===== src/design/vrf_pkg.sv =====
/*
 * Vector register file package: geometry constants,
 * address, data and byte-enable types, and the write-stage request struct
 */

package vrf_pkg;

  // Architectural view
  localparam int unsigned NR_VREGS = 32;
  localparam int unsigned VLEN     = 256;

  // Storage organization
  localparam int unsigned ROWS_PER_VREG = 2;
  localparam int unsigned NR_BANKS      = 4;
  localparam int unsigned NR_ROWS       = NR_VREGS * ROWS_PER_VREG;
  localparam int unsigned ROW_WIDTH     = VLEN / ROWS_PER_VREG;
  localparam int unsigned ELEM_WIDTH    = ROW_WIDTH / NR_BANKS;

  // Byte granularity of rows and lanes
  localparam int unsigned ROW_BYTES  = ROW_WIDTH / 8;
  localparam int unsigned ELEM_BYTES = ELEM_WIDTH / 8;

  // Row address width, register number above the half bit
  localparam int unsigned ROW_ADDR_WIDTH = $clog2(NR_ROWS);

  // Port counts
  localparam int unsigned NR_WRITE_PORTS = 2;
  localparam int unsigned NR_READ_PORTS  = 3;

  // Row address {vreg, half}
  typedef logic [ROW_ADDR_WIDTH-1:0] vreg_addr_t;

  // One full port word
  typedef logic [ROW_WIDTH-1:0] vreg_data_t;

  // Byte enables of a port word
  typedef logic [ROW_BYTES-1:0] vreg_be_t;

  // One bank lane within a row
  typedef logic [ELEM_WIDTH-1:0] lane_data_t;

  // Byte enables of one lane
  typedef logic [ELEM_BYTES-1:0] lane_be_t;

  // One-hot row select, one bit per row
  typedef logic [NR_ROWS-1:0] row_onehot_t;

  // Sampled write request, committed one cycle after capture
  typedef struct packed {
    logic       valid;
    vreg_addr_t row;
    vreg_data_t data;
    vreg_be_t   be;
  } vrf_wreq_t;

endpackage : vrf_pkg


===== src/design/vrf_write_stage.sv =====
/*
 * Write stage of the vector register file
 * Registers each write port request and decodes its row to a one-hot select
 */

module vrf_write_stage (
  input  logic                                                clk,
  input  logic                                                rst_ni,
  // Incoming write requests
  input  vrf_pkg::vreg_addr_t  [vrf_pkg::NR_WRITE_PORTS-1:0] waddr_i,
  input  vrf_pkg::vreg_data_t  [vrf_pkg::NR_WRITE_PORTS-1:0] wdata_i,
  input  logic                 [vrf_pkg::NR_WRITE_PORTS-1:0] we_i,
  input  vrf_pkg::vreg_be_t    [vrf_pkg::NR_WRITE_PORTS-1:0] wbe_i,
  // Registered requests towards the banks
  output vrf_pkg::vrf_wreq_t   [vrf_pkg::NR_WRITE_PORTS-1:0] wreq_o,
  output vrf_pkg::row_onehot_t [vrf_pkg::NR_WRITE_PORTS-1:0] row_hit_o
);

  import vrf_pkg::*;

  logic       [NR_WRITE_PORTS-1:0] valid_q;
  vreg_addr_t [NR_WRITE_PORTS-1:0] row_q;
  vreg_data_t [NR_WRITE_PORTS-1:0] data_q;
  vreg_be_t   [NR_WRITE_PORTS-1:0] be_q;

  // Valid bits follow the strobes
  always_ff @(posedge clk) begin
    if (!rst_ni) begin
      valid_q <= '0;
    end else begin
      valid_q <= we_i;
    end
  end

  // Payload only loads on an accepted write
  always_ff @(posedge clk) begin
    for (int p = 0; p < NR_WRITE_PORTS; p++) begin
      if (we_i[p]) begin
        row_q[p]  <= waddr_i[p];
        data_q[p] <= wdata_i[p];
        be_q[p]   <= wbe_i[p];
      end
    end
  end

  for (genvar p = 0; p < NR_WRITE_PORTS; p++) begin : gen_port
    // Pack the sampled fields into the request struct
    assign wreq_o[p] = '{
      valid: valid_q[p],
      row:   row_q[p],
      data:  data_q[p],
      be:    be_q[p]
    };

    // One-hot row select, all zero for an idle port
    assign row_hit_o[p] = valid_q[p] ? (row_onehot_t'(1) << row_q[p]) : '0;
  end

endmodule : vrf_write_stage


===== config.mk =====
export PLATFORM = sky130hd
export DESIGN_NAME = vrf_write_stage
export DESIGN_NICKNAME = d
export VERILOG_FILES = /design/src/design/vrf_pkg.sv /design/src/design/vrf_write_stage.sv
export SDC_FILE = /design/constraint.sdc
export NUM_CORES = 1
export LEC_CHECK = 0
export BUFFER_PORTS_ARGS = -buffer_cell sky130_fd_sc_hd__buf_2
export CAP_MARGIN = 5
export CORE_AREA = 4 4 283 285
export CTS_BUF_LIST = sky130_fd_sc_hd__clkbuf_4 sky130_fd_sc_hd__clkbuf_8
export DETAILED_ROUTE_END_ITERATION = 8
export DIE_AREA = 0 0 287 289
export GPL_ROUTABILITY_DRIVEN = 0
export RECOVER_POWER = 25
export SLEW_MARGIN = 20
export SYNTH_ARGS = -nofsm -noshare
export SYNTH_HDL_FRONTEND = slang
export SYNTH_SLANG_ARGS = --single-unit

===== constraint.sdc =====
create_clock -name clk -period 2.57 [get_ports clk]
set_input_delay 0.257 -clock clk [delete_from_list [all_inputs] [get_ports clk]]
set_output_delay 0.257 -clock clk [all_outputs]
set_load 0.03 [all_outputs]

Yosys cells after proc, flatten, opt, wreduce, memory -nomap -nowiden
Cells that the tools add are included.
Word-level totals
  output and inout bits: 430
  input bits: 304
  register bits: 302
Operators by class
  shifts and indexed selects: 2
  mux-type cells: 2
Operators by type and width (number)
  $mux W64: 2
  $shl A1 B6 Y64 const A: 2

Logic depth before layout (Yosys ltp)
  depth in word-level cells: 2
  depth in mapped cells: 4
  depth with buffers taken out: 2

Worst setup path after synthesis
OpenSTA, ideal clock, no wires.
  path kind: flip-flop to output port
  from: reg row_q, in the netlist wreq_o[295]
  to: out row_hit_o[66] in the netlist's numbering
  cell stages (with the launch flop): 5
  required time: 2.313 ns
  arrival: 1.764 ns
  setup slack: 0.549 ns
  path through: edfxtp_1 -> buf_2 -> or3b_2 -> clkbuf_1 -> nor2_1
RTL lines
  start, declared: line vrf_write_stage.sv:22  | vreg_addr_t [NR_WRITE_PORTS-1:0] row_q;
  start signal, assigned by index: line vrf_write_stage.sv:39  | row_q[p] <= waddr_i[p];
  end, declared: line vrf_write_stage.sv:16  | output vrf_pkg::row_onehot_t [vrf_pkg::NR_WRITE_PORTS-1:0] row_hit_o

==> flow_summary.json <==
{
  "ioPinCount": 734,
  "die-area_um2": 82900,
  "finalCritPeriodShare_pct": 99.6,
  "path_clk_slew_ns": 0.07,
  "ir_worst_vdd_mv": 0.452,
  "fin_util_pct": 24.8,
  "viasPerCell": 3.39,
  "cp_slowest_cell": "edfxtp_1",
  "yosysWarnings": 0,
  "grt_usage_pct": 10.4,
  "worstPathArrival_ns": 2.30,
  "overflow": 0,
  "clk_root_buffer_cell": "clkbuf_8",
  "maxSlewViolCount": 99,
  "critPathLaunchType": "flop",
  "finalWirelength_um": 46800,
  "synth_nets": 804,
  "path_cells": "buf_4 > or4_4 > nor2_1 > clkbuf_4",
  "core_um2": 77300,
  "ant_nets": 0,
  "end_kind": "output pin",
  "wl_per_cell_um": 17.5,
  "finalHoldViolations": 0,
  "grt_pass1_vias": 9652,
  "nFillCells": 8065,
  "path_depth": 4,
  "dp.final_hpwl_um": 33800,
  "status": "complete, but fails checks",
  "tightestPinTransition_ns": 2.67,
  "antenna_found_initial": 11,
  "rsz0062_at_grt": "yes",
  "setup_viol": 0,
  "start_util_pct": 13.0,
  "die_h_um": 289,
  "critPathKind": "reg2out",
  "drc": 0,
  "instances_no_fill": 2680,
  "path_max_fanout": 10,
  "dieWidth_um": 287,
  "drv_cap": 2,
  "period_needed_ns": 2.56,
  "min_path_cells": 2,
  "slew_headroom_pct": -78.0,
  "fin_tns_setup_ns": 0,
  "cp_num_buf_inv": 2,
  "htreeDepth": 2,
  "numPortBuffers": 733,
  "cts_made_buffers": 53,
  "drtPass1Iterations": 5,
  "min_to": "wreq_o[175]",
  "synth_area_um2": 10100,
  "p_leak_nw": 8.12,
  "holdCritPathClass": "in2reg",
  "clk_path_buf_depth": 3,
  "dr.first_iter.drc_count": 409,
  "hold_path.startpoint": "wdata_i[136]",
  "final_nets": 1899,
  "synth_cells": 500,
  "crit_family": "simple AND/OR/NAND/NOR gates",
  "synth_area_per_cell_um2": 20.1,
  "grt_max_degree": 56,
  "vias": 9082,
  "crit_start": "wreq_o[146]",
  "dp_cells": 2261,
  "synthDistinctLibCells": 17,
  "synth-seq-cells": 302,
  "violations": "capacitance limit, slew limit",
  "ys_seq_area_share_pct": 89.9,
  "grt_pass1_wl_um": 63900,
  "cellPowerDensity_nw_per_um2": 647,
  "drive_above_1_share_pct": 51.6,
  "syn2layout_area_growth_pct": 90.9,
  "core.rowCount": 102,
  "max_stage_delay_ns": 0.54,
  "clkSinkCount": 302,
  "required_ns": 2.31,
  "cts_tree": "done",
  "fmax_mhz": 391
}
[registers in the layout, summed over array words and instances, names as in the netlist]
register,cells
valid_q,2
wreq_o,300
[area by class of cell]
cell class	instances	area (um2)	area share [%]
Multi-Input combinational cell	178	932	4.85
Tap cell	1040	1300	6.78
Timing Repair Buffer	1060	6920	36.1
Clock inverter	34	181	0.945
Clock buffer	64	812	4.23
Sequential cell	302	9050	47.1
Antenna cell	2	5.00	0.0261
[metal layers]
layer / share of wire (%) / global-route usage (%) / vias up
met5: 0.098 / 0 / -
met4: 3.6 / 4.04 / 8
met3: 10 / 4.11 / 92
met2: 51 / 18.7 / 576
met1: 35 / 11.0 / 4302
li1: - / - / 4104
[power by group]
part	internal (mW)	switching, mW
registers	5.86	0.165
clock network	2.12	2.13
logic	0.787	1.36
total	8.77	3.65
[stage by stage]
stage / hold slack (ns) / power, mW / worst slack [ns] / instance area (um2)
2_1_floorplan: 0.356 / 6.98 / 0.549 / 10100
3_3_place_gp: 0.433 / 7.83 / 0.676 / 15100
3_5_place_dp: 0.435 / 7.85 / 0.668 / 15100
4_1_cts: 0.00444 / 12.6 / 0.0240 / 19200
5_1_grt: 0.279 / 13.0 / -0.0765 / 19200
6_report: 0.342 / 12.4 / 0.0107 / 19200
[cells in the mapped netlist]
library cell  instances  area (um2)
nand3b_1              7        52.6
dfxtp_1               2        40.0
or4b_1                5        50.1
nor2_1              128         480
or3_1                 1        6.26
buf_2                 8        40.0
and2_1                2        12.5
clkbuf_1             11        41.3
clkbuf_2              1        5.00
or4b_4                1        13.8
nand3_1               3        15.0
nand4_1               3        18.8
nand4bb_1            12         135
nand4b_1             10        87.6
edfxtp_1            300        9010
or4_4                 1        11.3
or3b_2                5        43.8
[cells in the final DEF, fill, tap and decap left out]
| master | n |
|---|---|
| clkbuf_1 | 8 |
| or4_4 | 1 |
| clkbuf_2 | 3 |
| nand3_1 | 3 |
| nand4b_1 | 10 |
| nand4_1 | 3 |
| nand4bb_1 | 11 |
| clkinv_1 | 13 |
| clkbuf_8 | 53 |
| or3b_2 | 5 |
| nand3b_1 | 7 |
| clkbuf_4 | 14 |
| dfxtp_2 | 1 |
| dfxtp_1 | 1 |
| nor2_1 | 128 |
| inv_12 | 1 |
| or4b_4 | 1 |
| inv_8 | 1 |
| and2_1 | 2 |
| or4b_1 | 5 |
| clkinvlp_4 | 4 |
| buf_2 | 719 |
| diode_2 | 2 |
| dlygate4sd3_1 | 301 |
| buf_4 | 22 |
| nand4bb_2 | 1 |
| or3_1 | 1 |
| buf_12 | 4 |
| edfxtp_1 | 300 |
| clkinv_2 | 15 |
[cells by family (layout without fill, tap and decap cells)]
logic type    Yosys count  in the layout  share of synthesized area (%)
buf+inv                20           1158                          0.858
flops                 302            302                           89.9
other cells             0              2                              0
simple gates          178            178                           9.21
[worst max-delay path by stage]
stage | slack [ns] | to
3_5_place_dp | 0.67 | row_hit_o[17]
6_report | 0.01 | row_hit_o[32]
2_1_floorplan | 0.55 | row_hit_o[66]
3_3_place_gp | 0.68 | row_hit_o[16]
5_1_grt | -0.08 | row_hit_o[32]
4_1_cts | 0.02 | row_hit_o[17]
[timing repair]
item                                    in CTS  in global routing
hold buffers                               301                  0
gates resized for setup                      1                  4
buffers inserted                            11                  7
endpoints found under the hold margin      302                  0
endpoints found under the setup margin       7                 14
Note: power is estimated with default switching activity, not from simulation.
